[src/term_pkg.sv]
package term_pkg;

	// Screen geometry
	localparam int unsigned console_lines   = 24;
	localparam int unsigned console_columns = 80;
	localparam int unsigned tab_width       = 8;    // HT stops every 8 columns

	// 24 x 80 = 1920 cells
	localparam int unsigned buf_addr_w = 11;

	// Control and printable bounds of the byte stream
	localparam logic [7:0] chr_bs    = 8'h08;
	localparam logic [7:0] chr_ht    = 8'h09;
	localparam logic [7:0] chr_lf    = 8'h0A;
	localparam logic [7:0] chr_vt    = 8'h0B;
	localparam logic [7:0] chr_ff    = 8'h0C;
	localparam logic [7:0] chr_cr    = 8'h0D;
	localparam logic [7:0] chr_esc   = 8'h1B;
	localparam logic [7:0] chr_space = 8'h20;   // First printable
	localparam logic [7:0] chr_tilde = 8'h7E;   // Last printable

	// Decoded commands from the parser
	typedef enum logic [3:0] {
		CMD_NONE,
		CUP,    // Cursor position
		CUF,    // Cursor forward
		CUB,    // Cursor backward
		CUD,    // Cursor down
		CUU,    // Cursor up
		IND,    // Index
		RI,     // Reverse index
		NEL,    // Next line
		INPUT   // Plain byte, printable or control
	} cmd_e;

	// Numeric parameters plus the raw byte
	typedef struct packed {
		logic [7:0] pn1;
		logic [7:0] pn2;
		logic [7:0] pchar;
	} param_t;

	// Zero-based cursor position
	typedef struct packed {
		logic [7:0] line;   // 0 to 23
		logic [7:0] col;    // 0 to 79
	} cursor_t;

endpackage

[src/term_cmd_if.sv]
interface term_cmd_if;
	import term_pkg::*;

	logic   cmd_valid;  // One-cycle strobe
	cmd_e   cmd_type;
	param_t cmd_param;

	// Parser side
	modport src (
		output cmd_valid,
		output cmd_type,
		output cmd_param
	);

	// Cursor control and screen buffer side
	modport dst (
		input cmd_valid,
		input cmd_type,
		input cmd_param
	);

endinterface

[src/cursor_control.sv]
module cursor_control (
	input  logic              clk,
	input  logic              rst,
	term_cmd_if.dst           i_cmd,
	output term_pkg::cursor_t o_cursor
);
	import term_pkg::*;

	logic [7:0] pn1;
	logic [7:0] pn2;
	logic [7:0] pchar;
	logic [7:0] count;
	logic [7:0] cup_line;
	logic [7:0] cup_col;
	logic [8:0] tab_stop;
	logic [7:0] tab_col;
	cursor_t    cursor_nxt;

	// Move towards the far edge, stopping on the last position
	function automatic logic [7:0] move_fwd(input logic [7:0] pos, input logic [7:0] cnt,
		input logic [7:0] size);
		logic [8:0] sum;
		sum = {1'b0, pos} + {1'b0, cnt};
		return (sum >= {1'b0, size}) ? size - 8'd1 : sum[7:0];
	endfunction

	// Move towards position 0, stopping there
	function automatic logic [7:0] move_back(input logic [7:0] pos, input logic [7:0] cnt);
		return (pos < cnt) ? 8'd0 : pos - cnt;
	endfunction

	assign pn1   = i_cmd.cmd_param.pn1;
	assign pn2   = i_cmd.cmd_param.pn2;
	assign pchar = i_cmd.cmd_param.pchar;

	assign count    = (pn1 == 8'd0) ? 8'd1 : pn1;   // Count of 0 means 1
	// CUP parameters are one-based, 0 and 1 both mean the first
	assign cup_line = move_fwd(8'd0, (pn1 == 8'd0) ? 8'd0 : pn1 - 8'd1, 8'(console_lines));
	assign cup_col  = move_fwd(8'd0, (pn2 == 8'd0) ? 8'd0 : pn2 - 8'd1, 8'(console_columns));

	// Next multiple of the tab width
	assign tab_stop = {1'b0, o_cursor.col} + 9'(tab_width) - 9'(o_cursor.col % tab_width);
	assign tab_col  = (tab_stop >= 9'(console_columns)) ? 8'(console_columns - 1) : tab_stop[7:0];

	always_comb
	begin
		cursor_nxt = o_cursor;
		case (i_cmd.cmd_type)
			CUP:
			begin
				cursor_nxt.line = cup_line;
				cursor_nxt.col  = cup_col;
			end
			CUF: cursor_nxt.col  = move_fwd(o_cursor.col, count, 8'(console_columns));
			CUB: cursor_nxt.col  = move_back(o_cursor.col, count);
			CUD: cursor_nxt.line = move_fwd(o_cursor.line, count, 8'(console_lines));
			CUU: cursor_nxt.line = move_back(o_cursor.line, count);
			IND: cursor_nxt.line = move_fwd(o_cursor.line, 8'd1, 8'(console_lines));
			RI:  cursor_nxt.line = move_back(o_cursor.line, 8'd1);
			NEL:
			begin
				cursor_nxt.line = move_fwd(o_cursor.line, 8'd1, 8'(console_lines));
				cursor_nxt.col  = 8'd0;
			end
			INPUT:
			begin
				case (pchar)
					chr_lf, chr_vt, chr_ff:
						cursor_nxt.line = move_fwd(o_cursor.line, 8'd1, 8'(console_lines));
					chr_cr: cursor_nxt.col = 8'd0;
					chr_bs: cursor_nxt.col = move_back(o_cursor.col, 8'd1);
					chr_ht: cursor_nxt.col = tab_col;
					default:
					begin
						// Printing in the last column leaves the cursor there
						if (pchar >= chr_space)
							cursor_nxt.col = move_fwd(o_cursor.col, 8'd1, 8'(console_columns));
					end
				endcase
			end
			default: cursor_nxt = o_cursor;
		endcase
	end

	always_ff @(posedge clk or posedge rst)
	begin
		if (rst)
			o_cursor <= '0;
		else if (i_cmd.cmd_valid)
			o_cursor <= cursor_nxt;
	end

endmodule

[src/flat_wrapper.sv]
// flat-port wrapper written by rule: the top's interface ports become plain ports
module cursor_control_flat import term_pkg::*;
  (clk, rst, o_cursor, i_cmd_cmd_valid, i_cmd_cmd_type, i_cmd_cmd_param);
  term_cmd_if i_cmd_i ();
  input  logic clk;
  input  logic rst;
  output term_pkg::cursor_t o_cursor;
  input wire logic [$bits(i_cmd_i.cmd_valid)-1:0] i_cmd_cmd_valid;
  input wire logic [$bits(i_cmd_i.cmd_type)-1:0] i_cmd_cmd_type;
  input wire logic [$bits(i_cmd_i.cmd_param)-1:0] i_cmd_cmd_param;
  assign i_cmd_i.cmd_valid = i_cmd_cmd_valid;
  assign i_cmd_i.cmd_type = i_cmd_cmd_type;
  assign i_cmd_i.cmd_param = i_cmd_cmd_param;
  cursor_control u_core (.clk(clk), .rst(rst), .i_cmd(i_cmd_i), .o_cursor(o_cursor));
endmodule
[config.mk]
export PLATFORM = sky130hd
export DESIGN_NAME = cursor_control_flat
export DESIGN_NICKNAME = d
export VERILOG_FILES = /design/src/term_pkg.sv /design/src/term_cmd_if.sv /design/src/cursor_control.sv /design/src/flat_wrapper.sv
export SDC_FILE = /design/constraint.sdc
export NUM_CORES = 1
export LEC_CHECK = 0
export BUFFER_PORTS_ARGS = -buffer_cell sky130_fd_sc_hd__buf_2
export CORE_MARGIN = 3
export CORE_UTILIZATION = 35
export CTS_CLUSTER_DIAMETER = 40
export CTS_CLUSTER_SIZE = 16
export DETAILED_ROUTE_END_ITERATION = 6
export GPL_TIMING_DRIVEN = 0
export PLACE_DENSITY = 0.55
export SETUP_SLACK_MARGIN = 0.2
export SYNTH_ARGS = -nofsm -noshare
export SYNTH_HDL_FRONTEND = slang
export SYNTH_SLANG_ARGS = --single-unit
export TNS_END_PERCENT = 10
[constraint.sdc]
create_clock -name clk -period 7.1 [get_ports clk]
set_clock_uncertainty 0.15 [all_clocks]
set_input_delay 0.71 -clock clk [delete_from_list [all_inputs] [get_ports clk]]
set_output_delay 0.71 -clock clk [all_outputs]
set_load 0.03 [all_outputs]
# --- Word level (Yosys, flattened, before mapping) ---
# Cells that the tools add are included.
word_totals:
  reg_bits: 16
  latch_bits: 0
  mem_bits_rw: 0
  mem_bits_ro: 0
  in_bits: 31
  out_inout_bits: 16
  elab_cells: 71
  mem_count: 0
classes:
  add_sub_neg: 12
  n_mul: 0
  div: 0
  magnitude_cmp: 12
  n_eq_ne: 18
  shift: 0
  muxes: 19
  bitwise_logic: 0
  n_reduce_logical: 8
op_table:
  columns: ["cell", "n"]
  rows:
  - ["$mux W8", 16]
  - ["$eq A8 B4 Y1 const B", 6]
  - ["$pmux W8 S6", 1]
  - ["$pmux W8 S5", 1]
  - ["$pmux W8 S4", 1]
  - ["$sub A8 B1 Y8 const B", 4]
  - ["$ge A9 B7 Y1 const B", 3]
  - ["$add A8 B1 Y9 const B", 2]
  - ["$add A8 B8 Y9", 2]
  - ["$ge A9 B5 Y1 const B", 2]
  - ["$eq A4 B3 Y1 const B", 4]
  - ["$logic_not A8 Y1", 2]
  - ["$lt A8 B1 Y1 const B", 2]
  - ["$lt A8 B8 Y1", 2]
  - ["$sub A8 B8 Y8", 2]
  - ["$add A8 B4 Y9 const B", 1]
  - ["$sub A9 B3 Y9", 1]
  - ["$eq A4 B2 Y1 const B", 2]
  - ["$eq A4 B4 Y1 const B", 2]
  - ["$ge A8 B5 Y1 const B", 1]
  - ["$ge A8 B6 Y1 const B", 1]
  - ["$ge A8 B7 Y1 const B", 1]
  - ["$reduce_bool A6 Y1", 1]
  - ["$ne A5 B4 Y1 const B", 1]
  - ["other kinds (7)", 8]

# --- Logic depth before layout (Yosys ltp) ---
depth:
  depth_word: 6
  mapped_depth: 15

# --- Least setup slack after synthesis ---
# No wires, ideal clock.
synth_timing:
  kind: "in2reg"
  from: "in i_cmd_cmd_param[17]"
  to: "reg, netlist name u_core.o_cursor[1]"
  setup_ns: 0.135
  arrival_ns: 3.499
  slack_ns: 3.316
  path_stages: 14
  n_path_buf: 0
  path_cell_list: "inv_1 -> ha_1 -> and4_1 -> nor2_1 -> inv_1 -> ha_1 -> fa_1 -> nor3b_1 -> or3_1 -> a311oi_4 -> a31o_1 -> nand3b_1 -> a221oi_1 -> a221oi_2"
synth_via:
  elab_chain_len: 6
  elab_cells_between_ends: 9
  classes_between: "add/sub: 2; order compare: 2; mux: 4; reduce/logical: 1"
synth_rtl:
  columns: ["item", "line", "text"]
  rows:
  - ["start, declared", "flat_wrapper.sv:10", "input wire logic [$bits(i_cmd_i.cmd_param)-1:0] i_cmd_cmd_param;"]
  - ["$logic_not A8 Y1", "cursor_control.sv:36", "assign count = (pn1 == 8'd0) ? 8'd1 : pn1;"]
  - ["$mux W8 *", "cursor_control.sv:36", null]
  - ["$add A8 B8 Y9", "cursor_control.sv:23", "sum = {1'b0, pos} + {1'b0, cnt};"]
  - ["$ge A9 B7 Y1", "cursor_control.sv:24", "return (sum >= {1'b0, size}) ? size - 8'd1 : sum[7:0];"]
  - ["$mux W8", "cursor_control.sv:24", null]
  - ["$pmux W8 S5 *", "cursor_control.sv:48", "case (i_cmd.cmd_type)"]
# Mark *: on every way between the ends. The rest lies on a longest branch, timed or not.
# A chain may end at the register's enable or synchronous reset.

# --- Worst setup path after layout ---
layout_timing:
  from: "in i_cmd_cmd_param[17]"
  to: "reg, netlist name u_core.o_cursor[12]"
layout_via:
  elab_chain_len: 6
  elab_cells_between_ends: 13
  classes_between: "add/sub: 3; order compare: 3; mux: 6; reduce/logical: 1"
layout_rtl:
  columns: ["item", "line"]
  rows:
  - ["$logic_not A8 Y1", "cursor_control.sv:36, cursor_control.sv:38"]
  - ["$mux W8", "cursor_control.sv:36"]
  - ["$add A8 B8 Y9", "cursor_control.sv:23"]
  - ["$ge A9 B5 Y1", "cursor_control.sv:24"]
  - ["$mux W8", "cursor_control.sv:24"]
  - ["$pmux W8 S6 *", "cursor_control.sv:48"]
# Marked as above.

==> results.md <==
Run status:
- The flow ran to the end, and the final reports show no timing, DRC or antenna violations.

Clocking:
- The CTS tree is done.
- The number of hold buffers added after cts is 0.
- Counting along the longest clock path gives a buffer depth of 2.
- The count of buffers added by post-CTS timing repair for setup is 0.
- The tree built by TritonCTS fans out to 16 sinks.
- CTS built an H-tree with a depth of 1.
- In this run, CTS created clock tree buffers numbering 3.
- Clock-pin slew was measured on the worst setup and hold paths at 0.05 ns.
- Clock tree synthesis selected as its root buffer the cell clkbuf_16.
- The quantity of gates resized following cts is 0.
- The clock latency reported for the late side of the worst-skew pair is 0.24 ns.

Timing:
- The final hold slack is 0.409 ns.
- The setup TNS after final layout is 0 ns.
- The minimum clock period after layout is 4.45 ns.
- The setup violation total in the final timing report is 0.
- Of the available clock period, the critical path in the final layout requires 62.7%.
- For the pin with the worst max-slew slack, the measured transition is 0.726 ns.
- The total count of hold-check failures in the final report is 0.
- The max-slew violation total from the final report came to 0.
- The remaining max-slew budget at the tightest pin is 51.0%.
- The highest clock frequency the design can meet is 225 MHz.
- Setup repair after global routing left no endpoint under its margin.

GRT:
- The combined global-route utilization of all metal layers is 19.1%.
- The final global-route overflow total is 0.
- The wire length of the first global-routing pass is 20200 um.
- The number of antenna violations at the first check in global routing was 0.
- Entering global routing, the biggest net connects 17 pins.
- The number of global-route vias before repair is 3977.

Floorplanning:
- The number of top-level design ports is 47.
- The chip width is 113 um.
- Measured along the y axis, the die boundary spans 113 um.
- The area of the core is 11000 um^2.
- The number of standard-cell rows in the floorplan is 38.
- The floorplan die area is 12700 um^2.
- Once the floorplan was initialized, standard cells occupied 36.3% of the core.

Logic synthesis:
- Of the post-synthesis cell area, the part taken by muxes is 1.32%.
- The synthesized instance count is 532.
- After Yosys synthesis, and, or, nand and nor cells account for 26.3% of the synthesized area.
- The register bit count reported by yosys is 16.
- Of the total synthesized cell area, the portion taken by XOR and XNOR cells is 7.25%.
- Summing the areas of all fa, ha and maj instances in the mapped netlist gives 18.3% of the synthesized area.
- Summing the areas of all compound-gate instances in the mapped netlist gives 29.5% of the synthesized area.
- The number of distinct library cells after synthesis is 79.
- After synthesis, the largest family of logic cells by area is compound AO/OA/AOI/OAI gates.
- The yosys synthesis warning count is 0.
- Counting flops with a built-in enable in the synthesized netlist gives 0.
- The cell area that synthesis handed to floorplanning was 3990 um^2.
- Counting flops with an async set or reset pin after synthesis yields a share of 100%.
- Synthesis produced a netlist with a net count of 619.
- The sequential fraction of the synthesis area is 10.0%.
- Dividing the synthesized area by the synthesized cell count gives 7.49 um^2.
- The predominant post-synthesis flop cell is dfrtp_1.

Critical path:
- The slowest stage of the critical path belongs to the cell fa_1.
- The worst path required time is 7.05 ns.
- The highest fanout seen on the critical path is 7.
- STA classifies the critical path startpoint as a primary input.
- The worst path arrival time is 4.40 ns.
- For this run, the slowest stage of the critical path takes 0.41 ns.
- The top cell family by delay on the critical path is compound AO/OA/AOI/OAI gates.
- The worst setup path is captured at a flop.
- The most prevalent standard cell on the critical path is inv_1.
- The number of buffers and inverters on the critical path is 4.
- In this run the critical register-to-register path is launched from u_core.o_cursor[8].
- The signal on the critical path passes through buf_2, inv_1, ha_1, and4_1, nor2_1, inv_1, ha_1, inv_1, fa_1, a21o_1, a21oi_1, o21ai_0, a311oi_1, nor3_1, a221oi_1, a221oi_1.
- The kind of critical path is primary input to flop.
- The start point of the critical path is i_cmd_cmd_param[17].

Pwr:
- The share of total power dissipated in combinational logic is 70.5%.
- In this run the power spent charging and discharging nets is 455 uW.
- In this run switching power makes up 50.8% of total power.
- The power per cell area is 201 nW/um^2.
- The leakage power total is 0.00189 uW.
- The internal power of the cells is 442 uW.
- The part of the power in registers is 17.0%.
- The worst IR drop on VDD is 0.0950 mV.
- The clock network power share is 12.5%.

Detailed routing:
- Using the TritonRoute via totals, the vias-per-cell ratio works out to 5.79.
- The routed wirelength normalized by instance count is 17.0 um.
- The total DRC errors in the routed layout is 0.
- The number of antenna-violating nets in the routed design is 0.
- Across all layers, the routed design uses 4167 vias.
- For this block, the initial DRC count from the detailed router was 257.
- The length of the first detailed-routing pass in iterations is 5.
- The final layout contains routed wiring with a total length of 12200 um.

Layout:
- The register with the most flip-flops in the layout has 16 of them.
- The largest registers in the layout are u_core.o_cursor x16.
- After filler insertion, the fill cell instance count of the layout stands at 1158.
- The number of antenna diodes in the final layout is 0.
- The largest register by flop count is u_core.o_cursor.
- From synthesis to final layout, the design area changed by 11.9%.
- The share of cells above drive strength 1 is 14.0%.
- The net count reported at finish is 669.

Placed design:
- The final estimated routing congestion in global placement is 0.851.
- The count of buffers added on input and output ports is 45.
- Detailed placement ended at an HPWL of 10100 um.

Worst hold path:
- The worst hold path belongs to the class primary input to async pin.

Run:
- The count of max-cap constraint violations is 0.
worst paths after layout:
path | end | slack, ns | cells after the start
max in group asynchronous | u_core.o_cursor[11] | 5.96 | 2
min | u_core.o_cursor[0] | 0.41 | 2
max | u_core.o_cursor[12] | 2.65 | 16
min in group clk | u_core.o_cursor[15] | 0.56 | 2
min reg2reg | u_core.o_cursor[15] | 0.56 | 2
max reg2reg | u_core.o_cursor[12] | 3.86 | 11
logic make-up after synthesis:
kind of cell,Yosys count
xor+xnor,33
mux,5
buf+inv,63
simple gates,188
compound gates,171
fa+ha+maj,56
flops,16
layer usage:
layer	up-vias	share of wire [%]	GRT usage, %
li1	2071	-	-
met2	98	44	29.9
met1	1994	52	29.0
met4	0	0.63	2.80
met5	-	0	0
met3	4	3.4	1.71
worst register-to-register path: cells and delay by family (launching register included):
kind	cells	cell delay, ns
buf+inv	2	0.22
fa+ha+maj	2	0.61
simple gates	1	0.22
flops	1	0.48
compound gates	6	1.41
Yosys cell counts (all sizes together), types with 7 or more instances:
master | n | area (um^2)
inv | 40 | 150
o221ai | 7 | 61.3
nor2b | 11 | 68.8
ha | 52 | 651
nor3 | 18 | 90.1
nand2 | 29 | 109
nand3 | 11 | 55.1
a31oi | 9 | 56.3
clkbuf | 14 | 83.8
a21oi | 37 | 185
dfrtp | 16 | 400
xor2 | 10 | 87.6
buf | 9 | 55.0
o22ai | 9 | 56.3
o21ai | 38 | 190
a21o | 8 | 62.6
or3 | 9 | 57.6
xnor2 | 23 | 201
nor2 | 39 | 149
nor3b | 10 | 75.1
nand3b | 7 | 52.6
o21a | 7 | 52.6
nand2b | 10 | 62.6
power groups by stage:
stage	Combinational [uW]	Sequential, uW	Clock (uW)
after floorplan	452	169	0
after global placement	618	154	0
after detailed placement	622	154	0
after CTS	627	153	112
after global routing	707	157	115
final	633	152	112
through the flow:
stage	util, %	std cells	setup slack [ns]	power [uW]	instance area, um^2
after floorplan	-	532	3.32	621	3990
after global placement	39.9	717	2.50	772	4390
after detailed placement	39.9	717	2.48	777	4390
after CTS	40.6	720	2.72	892	4460
after global routing	40.6	720	2.44	979	4460
final	40.6	720	2.65	897	4460
layout make-up:
type / count / area [um^2] / area share, %
Sequential cell: 16 / 400 / 8.98
Multi-Input combinational cell: 453 / 3300 / 73.9
Clock buffer: 3 / 75.1 / 1.68
Buffer: 23 / 139 / 3.11
Tap cell: 140 / 175 / 3.93
Timing Repair Buffer: 45 / 225 / 5.05
Inverter: 40 / 150 / 3.37
cell usage in the layout, fill, tap and decap left out, drive strengths merged, types with 7 or more instances in the layout:
| cell type | instances |
|---|---|
| o221ai | 7 |
| nor3b | 10 |
| buf | 54 |
| clkbuf | 17 |
| nor3 | 18 |
| nand2 | 29 |
| dfrtp | 16 |
| o21ai | 38 |
| or3 | 9 |
| nand3b | 7 |
| ha | 52 |
| inv | 40 |
| nor2b | 11 |
| o22ai | 9 |
| nand2b | 10 |
| a21oi | 37 |
| xor2 | 10 |
| a31oi | 9 |
| o21a | 7 |
| nand3 | 11 |
| a21o | 8 |
| nor2 | 39 |
| xnor2 | 23 |
Note: power is estimated with default switching activity, not from simulation.
