`config.mk`:
```
export PLATFORM = sky130hd
export DESIGN_NAME = esc_parser_flat
export DESIGN_NICKNAME = d
export VERILOG_FILES = /design/src/term_pkg.sv /design/src/term_cmd_if.sv /design/src/esc_parser.sv /design/src/flat_wrapper.sv
export SDC_FILE = /design/constraint.sdc
export NUM_CORES = 1
export LEC_CHECK = 0
export BUFFER_PORTS_ARGS = -buffer_cell sky130_fd_sc_hd__buf_2
export CAP_MARGIN = 0
export CORE_AREA = 2 2 67 69
export CTS_CLUSTER_SIZE = 40
export DETAILED_ROUTE_END_ITERATION = 7
export DIE_AREA = 0 0 69 71
export GPL_TIMING_DRIVEN = 0
export PLACE_DENSITY = 0.85
export REMOVE_ABC_BUFFERS = 1
export SLEW_MARGIN = 20
export SYNTH_ARGS = -nofsm -noshare
export SYNTH_HDL_FRONTEND = slang
export SYNTH_SLANG_ARGS = --single-unit
```
`constraint.sdc`:
```
create_clock -name clk -period 6.4 [get_ports clk]
set_input_delay 0.32 -clock clk [delete_from_list [all_inputs] [get_ports clk]]
set_output_delay 0.32 -clock clk [all_outputs]
set_load 0.02 [all_outputs]
```
`src/term_pkg.sv`:
```
package term_pkg;

	// Screen geometry
	localparam int unsigned console_lines   = 24;
	localparam int unsigned console_columns = 80;
	localparam int unsigned tab_width       = 8;    // HT stops every 8 columns

	// 24 x 80 = 1920 cells
	localparam int unsigned buf_addr_w = 11;

	// Control and printable bounds of the byte stream
	localparam logic [7:0] chr_bs    = 8'h08;
	localparam logic [7:0] chr_ht    = 8'h09;
	localparam logic [7:0] chr_lf    = 8'h0A;
	localparam logic [7:0] chr_vt    = 8'h0B;
	localparam logic [7:0] chr_ff    = 8'h0C;
	localparam logic [7:0] chr_cr    = 8'h0D;
	localparam logic [7:0] chr_esc   = 8'h1B;
	localparam logic [7:0] chr_space = 8'h20;   // First printable
	localparam logic [7:0] chr_tilde = 8'h7E;   // Last printable

	// Decoded commands from the parser
	typedef enum logic [3:0] {
		CMD_NONE,
		CUP,    // Cursor position
		CUF,    // Cursor forward
		CUB,    // Cursor backward
		CUD,    // Cursor down
		CUU,    // Cursor up
		IND,    // Index
		RI,     // Reverse index
		NEL,    // Next line
		INPUT   // Plain byte, printable or control
	} cmd_e;

	// Numeric parameters plus the raw byte
	typedef struct packed {
		logic [7:0] pn1;
		logic [7:0] pn2;
		logic [7:0] pchar;
	} param_t;

	// Zero-based cursor position
	typedef struct packed {
		logic [7:0] line;   // 0 to 23
		logic [7:0] col;    // 0 to 79
	} cursor_t;

endpackage

```
`src/term_cmd_if.sv`:
```
interface term_cmd_if;
	import term_pkg::*;

	logic   cmd_valid;  // One-cycle strobe
	cmd_e   cmd_type;
	param_t cmd_param;

	// Parser side
	modport src (
		output cmd_valid,
		output cmd_type,
		output cmd_param
	);

	// Cursor control and screen buffer side
	modport dst (
		input cmd_valid,
		input cmd_type,
		input cmd_param
	);

endinterface

```
`src/esc_parser.sv`:
```
module esc_parser (
	input  logic       clk,
	input  logic       rst,
	input  logic       i_byte_valid,
	input  logic [7:0] i_byte,
	term_cmd_if.src    o_cmd
);
	import term_pkg::*;

	typedef enum logic [1:0] {
		ST_GROUND,
		ST_ESC,
		ST_CSI
	} state_e;

	state_e      state;
	state_e      state_nxt;
	logic        param_sel;     // Set after ';', selects pn2
	logic [7:0]  pn1;
	logic [7:0]  pn2;
	logic        is_digit;
	logic        is_sep;
	logic [7:0]  acc_cur;
	logic [11:0] acc_wide;
	logic [7:0]  acc_sat;
	logic        emit;
	cmd_e        emit_type;

	assign is_digit = (i_byte >= 8'h30) && (i_byte <= 8'h39);
	assign is_sep   = (i_byte == 8'h3B);   // ';'

	// Decimal accumulation, saturating at 255
	assign acc_cur  = param_sel ? pn2 : pn1;
	assign acc_wide = {4'd0, acc_cur} * 12'd10 + {8'd0, i_byte[3:0]};
	assign acc_sat  = (acc_wide > 12'd255) ? 8'hFF : acc_wide[7:0];

	assign emit = (emit_type != CMD_NONE);

	always_comb
	begin
		state_nxt = state;
		emit_type = CMD_NONE;
		case (state)
			ST_GROUND:
			begin
				if (i_byte == chr_esc)
					state_nxt = ST_ESC;
				else
					emit_type = INPUT;
			end
			ST_ESC:
			begin
				state_nxt = ST_GROUND;
				case (i_byte)
					8'h5B: state_nxt = ST_CSI;    // '['
					8'h44: emit_type = IND;       // 'D'
					8'h4D: emit_type = RI;        // 'M'
					8'h45: emit_type = NEL;       // 'E'
					default: emit_type = CMD_NONE;
				endcase
			end
			ST_CSI:
			begin
				// Digits and ';' keep collecting, anything else is final
				if (!is_digit && !is_sep)
				begin
					state_nxt = ST_GROUND;
					case (i_byte)
						8'h48, 8'h66: emit_type = CUP;   // 'H' or 'f'
						8'h43: emit_type = CUF;          // 'C'
						8'h44: emit_type = CUB;          // 'D'
						8'h42: emit_type = CUD;          // 'B'
						8'h41: emit_type = CUU;          // 'A'
						default: emit_type = CMD_NONE;   // Unknown final byte
					endcase
				end
			end
			default: state_nxt = ST_GROUND;
		endcase
	end

	always_ff @(posedge clk or posedge rst)
	begin
		if (rst)
		begin
			state           <= ST_GROUND;
			param_sel       <= 1'b0;
			o_cmd.cmd_valid <= 1'b0;
		end
		else
		begin
			o_cmd.cmd_valid <= i_byte_valid && emit;
			if (i_byte_valid)
			begin
				state <= state_nxt;
				if (state == ST_ESC)
					param_sel <= 1'b0;
				else if ((state == ST_CSI) && is_sep)
					param_sel <= 1'b1;
			end
		end
	end

	always_ff @(posedge clk)
	begin
		if (i_byte_valid)
		begin
			if ((state == ST_ESC) && (state_nxt == ST_CSI))
			begin
				pn1 <= 8'd0;
				pn2 <= 8'd0;
			end
			else if ((state == ST_CSI) && is_digit)
			begin
				if (param_sel)
					pn2 <= acc_sat;
				else
					pn1 <= acc_sat;
			end

			if (emit)
			begin
				o_cmd.cmd_type  <= emit_type;
				o_cmd.cmd_param <= '{pn1: pn1, pn2: pn2, pchar: i_byte};
			end
		end
	end

endmodule

```
`src/flat_wrapper.sv`:
```
// flat-port wrapper written by rule: the top's interface ports become plain ports
module esc_parser_flat import term_pkg::*;
  (clk, rst, i_byte_valid, i_byte, o_cmd_cmd_valid, o_cmd_cmd_type, o_cmd_cmd_param);
  term_cmd_if o_cmd_i ();
  input  logic clk;
  input  logic rst;
  input  logic i_byte_valid;
  input  logic [7:0] i_byte;
  output wire logic [$bits(o_cmd_i.cmd_valid)-1:0] o_cmd_cmd_valid;
  output wire logic [$bits(o_cmd_i.cmd_type)-1:0] o_cmd_cmd_type;
  output wire logic [$bits(o_cmd_i.cmd_param)-1:0] o_cmd_cmd_param;
  assign o_cmd_cmd_valid = o_cmd_i.cmd_valid;
  assign o_cmd_cmd_type = o_cmd_i.cmd_type;
  assign o_cmd_cmd_param = o_cmd_i.cmd_param;
  esc_parser u_core (.clk(clk), .rst(rst), .i_byte_valid(i_byte_valid), .i_byte(i_byte), .o_cmd(o_cmd_i));
endmodule
```
======== Word level (Yosys, flattened, before mapping) ========
Index checks and enable logic that the tools add are counted.
storage, ports and cells
  register bits ........................... 48
  latch bits .............................. 0
  bits in writable memories ............... 0
  bits in read-only memories .............. 0
  output and inout port bits .............. 29
  logic and storage cells ................. 64
  memories ................................ 0
operators by class
  add/subtract/negate cells ............... 1
  $mul .................................... 1
  div/mod/pow operators ................... 0
  magnitude comparators ................... 3
  eq/ne operators ......................... 15
  shifts and indexed selects .............. 0
  muxes and demuxes ....................... 17
  bitwise logic cells ..................... 0
  reduce and logical (&&, ||, !) cells .... 18
operator list
  cell                  number
  $eq 8x7->1 const B    9
  $mux 8                6
  $pmux 4 s3            2
  $pmux 3 s5            1
  $add 12x4->12         1
  $gt 12x8->1 const B   1
  $mul 8x3->11 const B  1
  $eq 8x5->1 const B    1
  $eq 8x6->1 const B    1
  $ge 8x6->1 const B    1
  $le 8x6->1 const B    1
  $mux 4                2
  $logic_and 1x1->1     6
  $mux 2                3
  $pmux 2 s3            1
  $reduce_and 3->1      2
  $reduce_bool 2->1     3
  $eq 2x2->1 const B    2
  $reduce_and 2->1      2
  $reduce_bool 4->1     1
  $eq 2x1->1 const B    1
  $logic_not 1->1       2
  $logic_not 2->1       1
  $mux 1                2
  2 further kinds       2

======== Longest topological paths before layout ========
Gate-level depths: netlist of the first run.
  word-level depth ........................ 10
  mapped depth ............................ 10
  gate-level depth less buffers ........... 9

======== Worst setup path before layout of the first run ========
No wires, ideal clock.
  kind .................................... register to register
  from .................................... register u_core.param_sel
  to ...................................... register u_core.pn1[0] (data pin)
  arrival time ............................ 3.140 ns
  data required time ...................... 6.236 ns
  path slack .............................. 3.097 ns
  stages on the path, launching flop included .. 11
  clock period less this slack ............ 3.303 ns
  cells stage by stage .................... dfrtp_1 -> buf_1 -> mux2_2 -> ha_1 -> ha_1 -> fa_1 -> nand2_1 -> or2_1 -> nor4_1 -> mux2_4 -> a31oi_1
between the ends
  cells in the longest elaborated chain, start to end .. 7
RTL lines
  item                      RTL line           text
  start: declaration        esc_parser.sv:18   logic param_sel;
  start signal: assignment  esc_parser.sv:87   param_sel <= 1'b0;
  start signal: assignment  esc_parser.sv:97   param_sel <= 1'b0;
  start signal: assignment  esc_parser.sv:99   param_sel <= 1'b1;
  $mux 8                    esc_parser.sv:33   assign acc_cur = param_sel ? pn2 : pn1;
  $mul 8x3->11              esc_parser.sv:34   assign acc_wide = {4'd0, acc_cur} * 12'd10 + {8'd0, i_byte[3:0]};
  $add 12x4->12             esc_parser.sv:34
  $gt 12x8->1               esc_parser.sv:35   assign acc_sat = (acc_wide > 12'd255) ? 8'hFF : acc_wide[7:0];
  $mux 8                    esc_parser.sv:35
  $mux 8                    esc_parser.sv:115  if (param_sel)
  $mux 8                    esc_parser.sv:113  else if ((state == ST_CSI) && is_digit)
  end signal: assignment    esc_parser.sv:118  pn1 <= acc_sat;
  end: declaration          esc_parser.sv:19   logic [7:0] pn1;
No other way between the ends. The select of a mux whose other input is x is not followed.
A chain may end at the register's enable or synchronous reset.

======== Worst setup path after layout of the first run ========
  from .................................... register u_core.param_sel
  to ...................................... register u_core.pn1[7] (data pin)
between the ends
  cells in the longest elaborated chain, start to end .. 7
RTL lines
  item               RTL line
  $mux 8 (*)         esc_parser.sv:33
  $mul 8x3->11 (*)   esc_parser.sv:34
  $add 12x4->12 (*)  esc_parser.sv:34
  $gt 12x8->1        esc_parser.sv:35
  $mux 8 (*)         esc_parser.sv:35
  $mux 8 (*)         esc_parser.sv:115
  $mux 8 (*)         esc_parser.sv:113
Every way passes the cells marked *; elsewhere a longest branch is shown, timed or not. The select of a mux whose other input is x is not followed.

==> results of run 1 <==
-- timing repair --
action	in CTS	in global routing
endpoints found under the setup margin	0	0
hold endpoints to repair	4	0
hold buffers	1	0
-- worst max path at each step --
| stage | depth (start not counted) | from | endpoint | slack [ps] |
|---|---|---|---|---|
| global route | 9 | u_core.param_sel | u_core.pn2[5] | 2540 |
| floorplan | 5 | u_core.state[1] | u_core.o_cmd.cmd_param[0] | 3200 |
| detailed placement | 9 | u_core.param_sel | u_core.pn2[7] | 2710 |
| global placement | 5 | u_core.state[1] | u_core.o_cmd.cmd_param[22] | 2560 |
| finish | 9 | u_core.param_sel | u_core.pn1[7] | 2660 |
| CTS | 9 | u_core.param_sel | u_core.pn1[7] | 2670 |
-- cell usage after synthesis, types with 2 or more instances --
master,count,area (µm²)
nor2b_1,2,12.5
or4_1,2,15.0
xnor2_1,4,35.0
edfxtp_1,44,1320
nand2b_1,5,31.3
o21ai_1,5,25.0
a21o_1,5,37.5
and3_1,2,12.5
ha_1,15,188
or3_1,3,18.8
inv_1,10,37.5
nor4_1,5,31.3
xor2_1,3,26.3
and4bb_1,2,25.0
a31oi_1,10,62.6
fa_1,2,40.0
nor2_1,6,22.5
dfrtp_1,4,100
nand3_1,3,15.0
nor3_1,2,10.0
o31ai_1,2,15.0
a21oi_1,7,35.0
nand2_1,9,33.8
o21ai_0,10,50.1
mux2_2,7,78.8
buf_2,3,15.0
-- worst max-delay path, stage by stage (launching register included) --
cell	delay, ps
dfrtp_1	670
mux2_2	450
ha_1	300
ha_1	250
fa_1	540
nand2_1	90
or2_1	240
nor4_1	350
mux2_4	400
a31oi_1	260
-- power breakdown --
part,internal (mW),leakage [nW],total (mW),switching (mW)
Clock,0.116,0.0558,0.215,0.0989
Combinational,0.0147,0.582,0.0425,0.0278
Sequential,0.345,0.408,0.347,0.00127
Total,0.476,1.05,0.604,0.128
-- metal layers --
metal	track usage (%)	vias up	wire (µm)
met5	0	-	0
met4	8.93	0	118
met3	4.56	15	344
met2	33.7	91	2360
met1	27.1	794	1970
li1	-	802	-
-- kinds of logic after synthesis --
group	after synthesis	share of synthesized area (%)
buffers and inverters	16	2.62
multiplexers	9	4.32
XOR/XNOR	7	2.52
adder cells (fa/ha/maj)	17	9.37
flip-flops	48	58.5
AND/OR/NAND/NOR	47	12.4
AO/OA/AOI/OAI	42	10.3
-- stage by stage --
step / hold slack, ps / power [mW] / area (µm²) / instances / setup WS, ps
2_1_floorplan: 86.1 / 0.376 / 2410 / 181 / 3200
3_3_place_gp: 200 / 0.391 / 2670 / 272 / 2560
3_5_place_dp: 208 / 0.395 / 2720 / 273 / 2710
4_1_cts: 232 / 0.605 / 2840 / 282 / 2670
5_1_grt: 251 / 0.620 / 2840 / 282 / 2540
6_report: 238 / 0.604 / 2840 / 282 / 2660
-- sequential cells by signal, summed over array words and instances, names as in the netlist --
| register | flops |
|---|---|
| u_core.pn2 | 8 |
| u_core.param_sel | 1 |
| u_core.pn1 | 8 |
| u_core.state | 2 |
| u_core.o_cmd.cmd_param | 24 |
| u_core.o_cmd.cmd_type | 4 |
| u_core.o_cmd.cmd_valid | 1 |
-- layout make-up --
cell class / count / share of cell area, %
Clock buffer: 5 / 2.43
Inverter: 11 / 1.46
Sequential cell: 48 / 50.1
Timing Repair Buffer: 41 / 8.20
Multi-Input combinational cell: 122 / 34.0
Tap cell: 52 / 2.29
Clock inverter: 3 / 1.50
==> run_results.csv, run 1 <==
group,metric,value,unit
final_layout,fill_cells,297,
sta,skew,7.40,ps
clock_network,cts_root_buf,"clkbuf_8",
detailed_routing,dr.first_iter.drc_count,216,
floorplan,die_h,71,µm
global_routing,grt_overflow,0,
final_layout,drive_gt1_share,26.5,%
synth,syn_area,2430,µm²
clock_network,clock_path_buffers,2,
setup_path,cp-end-kind,"register",
synth,synth_warnings,0,
synth,synth_flop_cell,"edfxtp_1",
placed_design,dpl.hpwl,3510,µm
floorplan,start_util,57.8,%
floorplan,io_pins,40,
setup_path,path_max_fanout,12,
final_layout,final-seq-area,1420,µm²
setup_path,critPathArrivalTime,3850,ps
clock_network,insertion_delay,300,ps
global_routing,grt_pass1_wl,7900,µm
min_path,hold-path-cell-count,2,
setup_path,r2r_end,"u_core.pn1[7]",
setup_path,path_class,"register to register",
sta,rsz0062_at_grt,"false",
final_layout,most-common-layout-cells,"44 x edfxtp_1, 39 x buf_2, 15 x ha_1",
floorplan,coreArea,4200,µm²
sta,period_needed,3740,ps
placed_design,port_buffers,39,
final_layout,n_antenna_cell,0,
floorplan,rows,24,
min_path,worstHoldStart,"i_byte_valid",
detailed_routing,via_count,1702,
clock_network,cts.clk_slew.worst_paths,90,ps
synth,ys_seq_area_share,58.5,%
sta,drv_slew,0,
final_layout,area_growth,16.7,%
global_routing,first_global_vias,1620,
sta,max_freq,267,MHz
global_routing,antenna_found_initial,0,
power,p_per_area,213,nW/µm²
sta,post-route-period-util,58.4,%
setup_path,r2r_slack,2660,ps
detailed_routing,firstDrtPassIters,6,
synth,ys_types,40,
final_layout,nNetsFinal,257,
synth,async_flop_share,8.33,%
clock_network,cts_htree_levels,2,
run,cap_violations,0,
outcome,outcome,"finished, final reports clean",
final_layout,multi_input_area,966,µm²
sta,maxSlewHeadroom,36.5,%
sta,tns,0,ps
sta,tightest_slew,952,ps
power,p_leak,1.05,nW
clock_network,cts_buffers,5,
detailed_routing,detail_route.wl_per_cell,17.0,µm
detailed_routing,totalWireLength,4800,µm
synth,synth_area_per_cell,13.1,µm²
final_layout,layout_commonest_cell,"edfxtp_1",
clock_network,cts_tree,"done",
clock_network,cts.repair.resized,0,
global_routing,track_usage,20.7,%
placed_design,place_congestion,0.844,
sta,hold_viol_final,0,
detailed_routing,via_per_inst,6.04,
setup_path,required,6510,ps
detailed_routing,drtAntennaViolNets,0,
global_routing,grt_max_degree,20,
sta,finalSetupViolations,0,
final_layout,final_core_util,67.5,%
min_path,hold_path.class,"input port to register",
power,max-vdd-ir-drop,0.0897,mV
detailed_routing,remaining_drc_errors,0,
setup_path,worstSetupStartpointType,"register",
clock_network,cts_sinks,48,
setup_path,reg2reg_depth,9,
synth,synthCells,186,
floorplan,die_area,4900,µm²
clock_network,cts_setup_buffers,0,
floorplan,die_w,69,µm
min_path,min_to,"u_core.state[0]",
synth,synth_edf_count,44,
synth,ys_ff_latch,48,
setup_path,r2r_start,"u_core.param_sel",
Power figures use the tool's default switching activity.
==> run 2, diff against run 1 <==
CORE_AREA = 2 2 73 75   (was 2 2 67 69)
DIE_AREA = 0 0 75 77   (was 0 0 69 71)
PLACE_DENSITY = 0.76   (was 0.85)
clock period = 3.03 ns   (was 6.4 ns; I/O delays follow)
==> run_results.csv, run 2 (synthesis gave the netlist of run 1 again) <==
group,metric,value,unit
sta,tns,-1400,ps
outcome,violations,"negative setup slack",
power,p_per_area,429,nW/µm²
clock_network,cts_buffers,5,
setup_path,worstSetupStartpointType,"register",
detailed_routing,firstDrtPassIters,4,
final_layout,final_core_util,65.1,%
clock_network,cts_sinks,48,
floorplan,io_pins,40,
final_layout,drive_gt1_share,40.3,%
setup_path,cpPeakStageDelay,500,ps
final_layout,nNetsFinal,270,
setup_path,crit_path_top_delay_cell,"dfrtp_2",
run,cap_violations,0,
floorplan,rows,26,
final_layout,n_antenna_cell,0,
global_routing,antenna_found_initial,0,
final_layout,largest_register_ffs,24,
sta,finalSetupViolations,16,
final_layout,area_growth,33.4,%
sta,max_freq,317,MHz
placed_design,dp_slack,-513,ps
setup_path,path_class,"register to register",
sta,drv_slew,0,
sta,fin_ws,-120,ps
detailed_routing,totalWireLength,5380,µm
floorplan,die_w,75,µm
setup_path,critical_path_buf_inv_count,1,
final_layout,most-common-layout-cells,"44 x edfxtp_1, 39 x buf_2, 10 x inv_1",
setup_path,path_max_fanout,8,
floorplan,die_h,77,µm
sta,maxSlewHeadroom,36.2,%
min_path,hold_path.class,"input port to register",
final_layout,reg_top3,"u_core.o_cmd.cmd_param x24, u_core.pn1 x8, u_core.pn2 x8",
final_layout,largest_register,"u_core.o_cmd.cmd_param",
placed_design,place_congestion,0.895,
floorplan,start_util,48.8,%
detailed_routing,drtAntennaViolNets,0,
clock_network,cts_htree_levels,2,
global_routing,grt_max_degree,26,
clock_network,clock_path_buffers,2,
power,max-vdd-ir-drop,0.201,mV
power,total_power,1.39,mW
detailed_routing,remaining_drc_errors,0,
global_routing,track_usage,18.9,%
clock_network,cts.clk_slew.worst_paths,100,ps
final_layout,stdcell_count,313,
global_routing,grt_overflow,0,
sta,rsz0062_at_grt,"true",
global_routing,first_global_vias,1663,
detailed_routing,detail_route.wl_per_cell,17.2,µm
floorplan,die_area,5780,µm²
power,p_leak,1.18,nW
setup_path,crit_chain,"buf_6 -> mux2_4 -> ha_4 -> ha_4 -> fa_2 -> and3_4 -> or3_4 -> and4bb_1 -> mux2_4 -> a31oi_2",
setup_path,path_delay_family,"simple AND/OR/NAND/NOR gates",
placed_design,dp_cells,291,
setup_path,r2r_slack,-120,ps
outcome,outcome,"complete, but fails checks",
setup_path,critPathArrivalTime,3290,ps
placed_design,dpl.hpwl,3170,µm
clock_network,cts_tree,"done",
sta,hold_viol_final,0,
final_layout,fill_cells,345,
final_layout,fin_area,3240,µm²
sta,period_needed,3150,ps
sta,whs,70.4,ps
clock_network,insertion_delay,310,ps
floorplan,coreArea,4980,µm²
detailed_routing,dr.first_iter.drc_count,117,
sta,tightest_slew,957,ps
setup_path,cp-end-kind,"register",
global_routing,grt_pass1_wl,8200,µm
final_layout,layout_commonest_cell,"edfxtp_1",
detailed_routing,via_per_inst,5.52,
detailed_routing,via_count,1729,
sta,post-route-period-util,104,%
setup_path,required,3170,ps
placed_design,placed_area,2730,µm²
clock_network,cts_root_buf,"clkbuf_8",
placed_design,port_buffers,39,
sta,skew,13.8,ps
## run 2: area by class of cell
class	count	area [µm²]	share of cell area (%)
Sequential cell	48	1420	43.9
Multi-Input combinational cell	122	1200	37.0
Timing Repair Buffer	54	354	10.9
Tap cell	70	87.6	2.70
Clock buffer	5	68.8	2.12
Clock inverter	3	68.8	2.12
Inverter	11	41.3	1.27
## run 2: routing by layer
layer,vias up,track usage (%),share of wire [%]
met3,12,2.76,4.1
met4,0,6.43,2.8
met1,832,26.9,44
met5,-,0,0
li1,825,-,-
met2,60,29.3,49
## run 2: worst reg2reg max path, stage by stage (launching register included)
cell and delay, ps:
dfrtp_2 500, buf_6 150, mux2_4 320, ha_4 170, ha_4 160, fa_2 360, and3_4 170, or3_4 360
and4bb_1 210, mux2_4 360, a31oi_2 230
## run 2: final timing paths
path | startpoint | to | cells after the start
min in group asynchronous | rst | u_core.o_cmd.cmd_valid | 3
worst min register to register | u_core.pn2[5] | u_core.o_cmd.cmd_param[13] | 0
worst max-delay path | u_core.param_sel | u_core.pn1[0] | 10
worst max register to register | u_core.param_sel | u_core.pn1[0] | 10
worst min-delay path | i_byte_valid | u_core.state[0] | 2
max in group asynchronous | rst | u_core.param_sel | 3
## run 2: where the power goes
part | switching (mW) | internal (mW)
clock network | 0.233 | 0.332
registers | 0.00251 | 0.729
logic | 0.0621 | 0.0329
total | 0.298 | 1.09
## run 2: timing repair
action                                  in CTS  in global routing
setup buffers                                9                  4
hold buffers                                 1                  0
endpoints found under the setup margin      21                 32
cloned                                       0                  0
pin swaps                                    3                  2
gates resized for setup                     26                 14
hold endpoints to repair                     4                  0
